`config.mk`:
```
export PLATFORM = sky130hd
export DESIGN_NAME = dac_spi_top
export DESIGN_NICKNAME = d
export VERILOG_FILES = /design/src/common/dac_pkg.sv /design/src/hdl/dac_spi_top.sv /design/src/hdl/dac_cmd_seq.sv /design/src/spi/spi_shift.sv /design/src/spi/spi_sck_gen.sv
export SDC_FILE = /design/constraint.sdc
export NUM_CORES = 1
export LEC_CHECK = 0
export ABC_AREA = 1
export BUFFER_PORTS_ARGS = -buffer_cell sky130_fd_sc_hd__buf_2
export CAP_MARGIN = 20
export CORE_UTILIZATION = 50
export DETAILED_ROUTE_END_ITERATION = 10
export MAX_ROUTING_LAYER = met4
export PLACE_DENSITY = 0.8
export SYNTH_ARGS = -nofsm -noshare
export SYNTH_HDL_FRONTEND = slang
export SYNTH_HIERARCHICAL = 1
export SYNTH_SLANG_ARGS = --single-unit
```
`constraint.sdc`:
```
create_clock -name CLK50MHZ -period 2.75 [get_ports CLK50MHZ]
set_input_delay 0.6875 -clock CLK50MHZ [delete_from_list [all_inputs] [get_ports CLK50MHZ]]
set_output_delay 0.6875 -clock CLK50MHZ [all_outputs]
set_load 0.03 [all_outputs]
```
`src/common/dac_pkg.sv`:
```
package dac_pkg;

	////////////////////////////////////////////////////////////////////////////
	// Frame and SCK timing
	////////////////////////////////////////////////////////////////////////////

	// Bits per SPI frame, 32-bit DAC word format
	localparam int frame_bits = 32;

	// System clocks per SCK half period, 12.5 MHz SCK from 50 MHz
	localparam int sck_half = 2;
	localparam int sck_period = 2 * sck_half;
	localparam int sck_cnt_bits = $clog2(sck_period);

	// Bit counter with one extra top bit as end flag
	localparam int bit_cnt_bits = $clog2(frame_bits) + 1;

	////////////////////////////////////////////////////////////////////////////
	// Command word fields
	////////////////////////////////////////////////////////////////////////////

	localparam int pad_hi_bits = 8;
	localparam int cmd_bits = 4;
	localparam int addr_bits = 4;
	localparam int value_bits = 12;
	localparam int pad_lo_bits = 4;

	// Command codes
	localparam logic [cmd_bits-1:0] cmd_write_update = 4'b0011;
	localparam logic [cmd_bits-1:0] cmd_write = 4'b0000;

	// All four channels at once
	localparam logic [addr_bits-1:0] addr_all = 4'b1111;

	// Whole frame word, or its fields MSB first
	typedef union packed {
		logic [frame_bits-1:0] raw;
		struct packed {
			logic [pad_hi_bits-1:0] pad_hi;
			logic [cmd_bits-1:0] cmd;
			logic [addr_bits-1:0] addr;
			logic [value_bits-1:0] value;
			logic [pad_lo_bits-1:0] pad_lo;
		} fields;
	} dac_word_t;

	////////////////////////////////////////////////////////////////////////////
	// FSM state codes
	////////////////////////////////////////////////////////////////////////////

	// Shifter
	localparam logic [1:0] sh_wait = 2'd0;
	localparam logic [1:0] sh_sending = 2'd1;
	localparam logic [1:0] sh_done = 2'd2;

	// Command sequencer
	localparam logic [2:0] seq_idle = 3'd0;
	localparam logic [2:0] seq_select = 3'd1;
	localparam logic [2:0] seq_shift = 3'd2;
	localparam logic [2:0] seq_release = 3'd3;
	localparam logic [2:0] seq_finish = 3'd4;

endpackage
```
`src/hdl/dac_spi_top.sv`:
```
`timescale 1ns/1ps

module dac_spi_top (
	input logic CLK50MHZ,
	input logic RST,
	// User side
	input logic dac_start,
	input logic [dac_pkg::cmd_bits-1:0] dac_cmd,
	input logic [dac_pkg::addr_bits-1:0] dac_addr,
	input logic [dac_pkg::value_bits-1:0] dac_value,
	output logic dac_busy,
	output logic dac_done,
	output logic [dac_pkg::frame_bits-1:0] dac_readback,
	// DAC pins
	output logic spi_sck,
	output logic spi_mosi,
	output logic dac_cs,
	input logic spi_miso
);
	import dac_pkg::*;

	////////////////////////////////////////////////////////////////////////////
	// Internal links
	////////////////////////////////////////////////////////////////////////////

	// Divider control and strobes
	logic sck_en;
	logic sck_trig;
	logic sck_phase;

	// Sequencer to shifter
	logic spi_trig;
	logic spi_done;
	dac_word_t data_in;
	logic [frame_bits-1:0] data_out;

	// Frame sequencing and CS
	dac_cmd_seq u_seq (
		.CLK50MHZ(CLK50MHZ),
		.RST(RST),
		.dac_start(dac_start),
		.dac_cmd(dac_cmd),
		.dac_addr(dac_addr),
		.dac_value(dac_value),
		.dac_busy(dac_busy),
		.dac_done(dac_done),
		.dac_readback(dac_readback),
		.dac_cs(dac_cs),
		.sck_en(sck_en),
		.sck_trig(sck_trig),
		.spi_trig(spi_trig),
		.data_in(data_in),
		.spi_done(spi_done),
		.data_out(data_out)
	);

	// Bit strobe divider
	spi_sck_gen u_sck_gen (
		.CLK50MHZ(CLK50MHZ),
		.RST(RST),
		.sck_en(sck_en),
		.sck_trig(sck_trig),
		.sck_phase(sck_phase)
	);

	// Frame shifter
	spi_shift u_shift (
		.CLK50MHZ(CLK50MHZ),
		.RST(RST),
		.sck_trig(sck_trig),
		.sck_phase(sck_phase),
		.spi_miso(spi_miso),
		.spi_mosi(spi_mosi),
		.spi_sck(spi_sck),
		.data_in(data_in),
		.data_out(data_out),
		.spi_trig(spi_trig),
		.spi_done(spi_done)
	);

endmodule

```
`src/hdl/dac_cmd_seq.sv`:
```
`timescale 1ns/1ps

module dac_cmd_seq (
	input logic CLK50MHZ,
	input logic RST,
	// User side
	input logic dac_start,
	input logic [dac_pkg::cmd_bits-1:0] dac_cmd,
	input logic [dac_pkg::addr_bits-1:0] dac_addr,
	input logic [dac_pkg::value_bits-1:0] dac_value,
	output logic dac_busy,
	output logic dac_done,
	output logic [dac_pkg::frame_bits-1:0] dac_readback,
	// Chip select pin
	output logic dac_cs,
	// Divider
	output logic sck_en,
	input logic sck_trig,
	// Shifter
	output logic spi_trig,
	output dac_pkg::dac_word_t data_in,
	input logic spi_done,
	input logic [dac_pkg::frame_bits-1:0] data_out
);
	import dac_pkg::*;

	logic [2:0] state;

	// Outgoing frame and latched echo
	dac_word_t tx_word;
	dac_word_t rx_word;

	// Start taken
	logic accept;
	// Echo ready from shifter
	logic rx_take;

	// Finish is the dac_done clock, a new start is welcome there too
	assign accept = dac_start && ((state == seq_idle) || (state == seq_finish));
	assign rx_take = (state == seq_shift) && spi_done;

	assign data_in = tx_word;
	assign dac_readback = rx_word.raw;

	////////////////////////////////////////////////////////////////////////////
	// Sequencer FSM
	////////////////////////////////////////////////////////////////////////////

	always_ff @(posedge CLK50MHZ) begin
		if (!RST) begin
			state <= seq_idle;
			dac_cs <= 1'b1;
			sck_en <= 1'b0;
			dac_busy <= 1'b0;
			dac_done <= 1'b0;
			spi_trig <= 1'b0;
		end else begin
			// Strobes last one clock
			dac_done <= 1'b0;
			spi_trig <= 1'b0;

			case (state)
				seq_idle, seq_finish: begin
					state <= seq_idle;
					if (accept) begin
						// Select the DAC, start SCK divider
						dac_cs <= 1'b0;
						sck_en <= 1'b1;
						dac_busy <= 1'b1;
						state <= seq_select;
					end
				end
				seq_select: begin
					// One strobe of CS setup before the frame
					if (sck_trig) begin
						spi_trig <= 1'b1;
						state <= seq_shift;
					end
				end
				seq_shift: begin
					if (spi_done) begin
						state <= seq_release;
					end
				end
				seq_release: begin
					// One strobe of CS hold, then deselect
					if (sck_trig) begin
						dac_cs <= 1'b1;
						sck_en <= 1'b0;
						dac_busy <= 1'b0;
						dac_done <= 1'b1;
						state <= seq_finish;
					end
				end
				default: begin
					state <= seq_idle;
				end
			endcase
		end
	end

	////////////////////////////////////////////////////////////////////////////
	// Frame build and readback
	////////////////////////////////////////////////////////////////////////////

	always_ff @(posedge CLK50MHZ) begin
		// Fields held stable for the whole transaction
		if (accept) begin
			tx_word.fields.pad_hi <= '0;
			tx_word.fields.cmd <= dac_cmd;
			tx_word.fields.addr <= dac_addr;
			tx_word.fields.value <= dac_value;
			tx_word.fields.pad_lo <= '0;
		end

		// Echo of previous frame
		if (rx_take) begin
			rx_word.raw <= data_out;
		end
	end

endmodule

```
`src/spi/spi_shift.sv`:
```
`timescale 1ns/1ps

module spi_shift (
	input logic CLK50MHZ,
	input logic RST,
	input logic sck_trig,
	input logic sck_phase,
	input logic spi_miso,
	output logic spi_mosi,
	output logic spi_sck,
	input dac_pkg::dac_word_t data_in,
	output logic [dac_pkg::frame_bits-1:0] data_out,
	input logic spi_trig,
	output logic spi_done
);
	import dac_pkg::*;

	logic [1:0] state;

	// spi_trig seen, frame waits for next bit strobe to load
	logic load_pend;

	// Out and in shift registers
	logic [frame_bits-1:0] out_sr;
	logic [frame_bits-1:0] in_sr;

	// Launched bits, top bit set after the last one
	logic [bit_cnt_bits-1:0] bit_cnt;
	logic sent;

	// Bit on the wire between first launch and closing strobe
	logic in_flight;

	// Strobe qualifiers
	logic do_load;
	logic do_launch;
	logic do_capture;

	assign sent = bit_cnt[bit_cnt_bits-1];
	assign in_flight = (state == sh_sending) && (bit_cnt != '0);

	assign do_load = (state == sh_wait) && sck_trig && load_pend;
	assign do_launch = (state == sh_sending) && sck_trig && !sent;
	// From the second launch on, plus the closing strobe
	assign do_capture = (state == sh_sending) && sck_trig && (bit_cnt != '0);

	assign data_out = in_sr;
	assign spi_done = (state == sh_done);

	////////////////////////////////////////////////////////////////////////////
	// Control FSM, MOSI and SCK
	////////////////////////////////////////////////////////////////////////////

	always_ff @(posedge CLK50MHZ) begin
		if (!RST) begin
			state <= sh_wait;
			load_pend <= 1'b0;
			bit_cnt <= '0;
			spi_mosi <= 1'b0;
			spi_sck <= 1'b0;
		end else begin
			// SCK lags phase by one clock so it falls on the launch strobe,
			// MISO is sampled before the slave moves it
			spi_sck <= sck_phase && in_flight;

			case (state)
				sh_wait: begin
					if (spi_trig) begin
						load_pend <= 1'b1;
					end
					if (do_load) begin
						load_pend <= 1'b0;
						bit_cnt <= '0;
						state <= sh_sending;
					end
				end
				sh_sending: begin
					if (sck_trig) begin
						if (sent) begin
							// Closing strobe
							spi_mosi <= 1'b0;
							state <= sh_done;
						end else begin
							spi_mosi <= out_sr[frame_bits-1];
							bit_cnt <= bit_cnt + 1'b1;
						end
					end
				end
				sh_done: begin
					state <= sh_wait;
				end
				default: begin
					state <= sh_wait;
				end
			endcase
		end
	end

	////////////////////////////////////////////////////////////////////////////
	// Shift registers
	////////////////////////////////////////////////////////////////////////////

	always_ff @(posedge CLK50MHZ) begin
		if (do_load) begin
			out_sr <= data_in.raw;
		end else if (do_launch) begin
			out_sr <= out_sr << 1;
		end

		// MSB of the echo arrives first
		if (do_capture) begin
			in_sr <= {in_sr[frame_bits-2:0], spi_miso};
		end
	end

endmodule

```
`src/spi/spi_sck_gen.sv`:
```
`timescale 1ns/1ps

module spi_sck_gen (
	input logic CLK50MHZ,
	input logic RST,
	input logic sck_en,
	output logic sck_trig,
	output logic sck_phase
);
	import dac_pkg::*;

	// Position inside one SCK period
	logic [sck_cnt_bits-1:0] cnt;
	// Last count of the period
	logic cnt_wrap;

	assign cnt_wrap = (cnt == sck_cnt_bits'(sck_period - 1));

	////////////////////////////////////////////////////////////////////////////
	// Period counter
	////////////////////////////////////////////////////////////////////////////

	always_ff @(posedge CLK50MHZ) begin
		if (!RST) begin
			cnt <= '0;
		end else if (!sck_en) begin
			// Held at zero between frames
			cnt <= '0;
		end else if (cnt_wrap) begin
			cnt <= '0;
		end else begin
			cnt <= cnt + 1'b1;
		end
	end

	////////////////////////////////////////////////////////////////////////////
	// Strobe and phase
	////////////////////////////////////////////////////////////////////////////

	// Bit strobe at count zero
	// first one in the very first enabled clock
	assign sck_trig = sck_en && (cnt == '0);

	// Upper half of the period
	assign sck_phase = sck_en && (cnt >= sck_cnt_bits'(sck_half));

endmodule

```
==> metrics.md <==
| Metric | Value |
|---|---|
| Multi-input gate area | 901 µm² |
| Layout Nets | 485 |
| Largest net degree at the start of global routing | 36 |
| Clock Path Buffers | 2 |
| Count of input and output buffers | 60 |
| Clk pwr share | 44.4% |
| CTS Root Cell | clkbuf_8 |
| Initial antenna violation count | 0 |
| ANT cells | 0 |
| Crit-path cells | inv_1 -> ha_1 -> nand2_1 -> inv_1 -> nand2_1 -> nand2_2 -> nand2_4 -> buf_4 -> inv_4 -> nand2_1 -> nand2_1 |
| Syn Inst Count | 382 |
| Finished Layout Cells | 601 |
| Max_slew headroom | 50.3% |
| Vias/cell | 4.65 |
| CTS tree | done |
| CP dominant cell by count | nand2_1 |
| Crit end category | flip-flop |
| Layout cell share with drive strength beyond 1 | 23.3% |
| Clock skew | 7.37 ps |
| Clock latency on the worst-skew pair | 510 ps |
| CP startpoint kind | flip-flop |
| Starting density of the core | 51.5% |
| Max Cap Viol | 0 |
| Crit Path Max Fanout | 35 |
| Max VDD drop | 0.410 mV |
| Slowest-stage cell, CP | dfxtp_1 |
| Data arrival time of the worst path | 2280 ps |
| Die Width | 102 µm |
| Core Area | 0.00973 mm² |
| First-pass DRT Iterations | 4 |
| DRT iter0 DRCs | 141 |
| Grt met2 use | 24.8% |
| Cell taking the most area after synthesis | edfxtp_1 |
| Post-synth ARST share | 0% |
| Sw Share | 22.2% |
| Seq pwr share | 50.1% |
| Final setup TNS | 0 ps |
| Clock-pin slew of the registers on the worst-case setup and hold paths | 60 ps |
| Via count | 2795 |
| Fmax | 496 MHz |
| Period utilisation layout | 73.2% |
| RSZ-0062 raised after global routing | no |
| Post-CTS sizing | 0 |
| Library cells used by synthesis | 22 |
| Remaining Overflow, GRT | 0 |
| Hold Slack | 351 ps |
| Top post-synthesis cells by count | nand2_1, edfxtp_1, inv_1 |
| Top FF cell, synth | edfxtp_1 |
| Placer Congestion | 0.820 |
| Fin crit period | 2010 ps |
| Remaining DRCs | 0 |
| First-pass GRT wire length | 11700 µm |
| Antenna Nets Post-Route | 0 |
| Mapped cell area | 0.00501 mm² |
| Top-level I/O count | 61 |
| Internal Pwr Total | 3.71 mW |
| Switching pwr | 1.06 mW |
| EDFF count, synth | 116 |
| Critical Path RT | 3020 ps |
| Hold WC Path Type | primary input to flip-flop |
| Pwr dens | 799 mW/mm² |
| Synth Area per Inst | 13.1 µm² |
| Count leader, synth | nand2_1 |
| Area Growth Syn to Fin | 19.2% |
| Buffers and inverters on the worst path | 4 |
| Hold Path Depth | 1 |
| Seq/Total Area, Yosys | 77.5% |
| Num rows | 36 |
| Full die area | 0.0104 mm² |
| Met3 Resource Use GR | 5.47% |
| Final setup viols | 0 |
| Synth area leaders | edfxtp_1, nand2_1, dfxtp_1 |
| GRT Total Usage | 16.0% |
| Slew @ Worst Pin | 744 ps |
| Placed instance count | 570 |
| Stages on the worst setup path | 11 |
| Hold Violations, Final | 0 |
| Synth warn | 6 |
| Slew Limit Fails | 0 |
| Cts hold-fix bufs | 0 |
| Yosys top cell area share | 69.5% |
| Met1 Use GR | 18.6% |
| Crit-path max cell delay | 350 ps |
| Clock Sink Count | 136 |
| R2r worst-path depth | 11 |
| Synth Register Bits | 136 |
| TritonCTS Buffers | 17 |
| Top Family by Delay on Critical Path | buffers and inverters |
| Die span in y | 102 µm |
| Setup bufs post-CTS | 0 |
| Register Area | 0.00388 mm² |
| Gate power share | 5.5% |
| Drt wl/cell | 11.9 µm |
| Busiest grt layer | met2 |
| Final HPWL DP | 4580 µm |
| Fillers | 755 |
| Outcome | finished, final reports clean |
| WL final | 7140 µm |
| Vias in the first global route | 2656 |
| Total number of H-tree levels | 4 |
| Leakage power | 2.37 nW |
| Type of the worst setup path | flip-flop to flip-flop |
through the flow:
| step | utilization, % | setup slack [ps] | area (µm²) | total power, mW |
|---|---|---|---|---|
| floorplan | - | 337 | 5050 | 2.63 |
| global placement | 55.6 | 835 | 5410 | 2.68 |
| detailed placement | 55.6 | 745 | 5410 | 2.70 |
| CTS | 61.4 | 744 | 5970 | 4.82 |
| global route | 61.4 | 510 | 5970 | 4.96 |
| finish | 61.4 | 736 | 5970 | 4.77 |
sequential cells by signal (all words and copies together) (netlist names):
register            count
u_seq/dac_readback     32
u_shift/data_out       32
u_shift/out_sr         32
u_seq/data_in          20
u_shift/bit_cnt         6
u_seq/state             3
u_sck_gen/cnt           2
u_shift/state           2
u_seq/dac_cs            1
u_seq/dac_done          1
u_seq/sck_en            1
u_seq/spi_trig          1
u_shift/load_pend       1
u_shift/spi_mosi        1
u_shift/spi_sck         1
routing by layer:
| metal | vias to the layer above | wire length (µm) |
|---|---|---|
| met5 | - | 0 |
| met4 | 0 | 102 |
| met3 | 11 | 385 |
| met2 | 84 | 3420 |
| met1 | 1293 | 3230 |
| li1 | 1407 | - |
layout by cell type (no fill, tap or decap):
master        n
nand2_1     131
dfxtp_1      20
a21oi_2       1
inv_6         3
buf_2        60
conb_1       12
nand2_4       1
nor2_2        5
inv_4         1
nand3_2       1
a21oi_1       6
nor2_1       19
buf_4         3
o21a_1        1
buf_12        1
inv_8         1
clkinvlp_4    2
nand4_1       2
clkbuf_16    16
clkinv_4      2
clkbuf_8      1
edfxtp_1    116
inv_2         2
inv_1        27
bufinv_16     2
nand3_1      17
nand2_2       3
ha_1          5
clkinv_2      4
nor3_1        3
power by group through the flow:
stage	Combinational (mW)	Clock, mW	Sequential [mW]
after detailed placement	0.264	0	2.43
after global routing	0.305	2.25	2.40
final	0.262	2.12	2.39
after global placement	0.247	0	2.43
after CTS	0.264	2.17	2.39
after floorplan	0.196	0	2.44
worst reg2reg max path, cell delays in order (launching register included):
cell and delay, ps:
dfxtp_1 350, inv_1 80, ha_1 190, nand2_1 60, inv_1 120, nand2_1 140
nand2_2 90, nand2_4 70, buf_4 310, inv_4 200, nand2_1 120, nand2_1 50
final timing paths:
kind	from	endpoint	slack [ps]
setup / recovery	u_sck_gen/cnt[0]	u_shift/out_sr[6]	740
hold / removal	dac_value[9]	u_seq/data_in[13]	350
setup reg to reg	u_sck_gen/cnt[0]	u_shift/out_sr[6]	740
hold reg to reg	u_shift/data_out[31]	u_seq/dac_readback[31]	440
cell type report:
class | instances | share of cell area, %
Clock buffer | 17 | 6.93
Clock inverter | 14 | 2.51
Inverter | 30 | 1.93
Multi-Input combinational cell | 207 | 15.1
Sequential cell | 136 | 65.0
Tap cell | 133 | 2.79
Timing Repair Buffer | 64 | 5.74
cell families after synthesis:
| logic type | synth area share (%) |
|---|---|
| buf+inv | 5.37 |
| simple gates | 14.9 |
| fa+ha+maj | 1.25 |
| flops | 77.5 |
| compound gates | 0.924 |
| other cells | 0.0749 |
No activity file was read; power rests on OpenSTA's default activity.
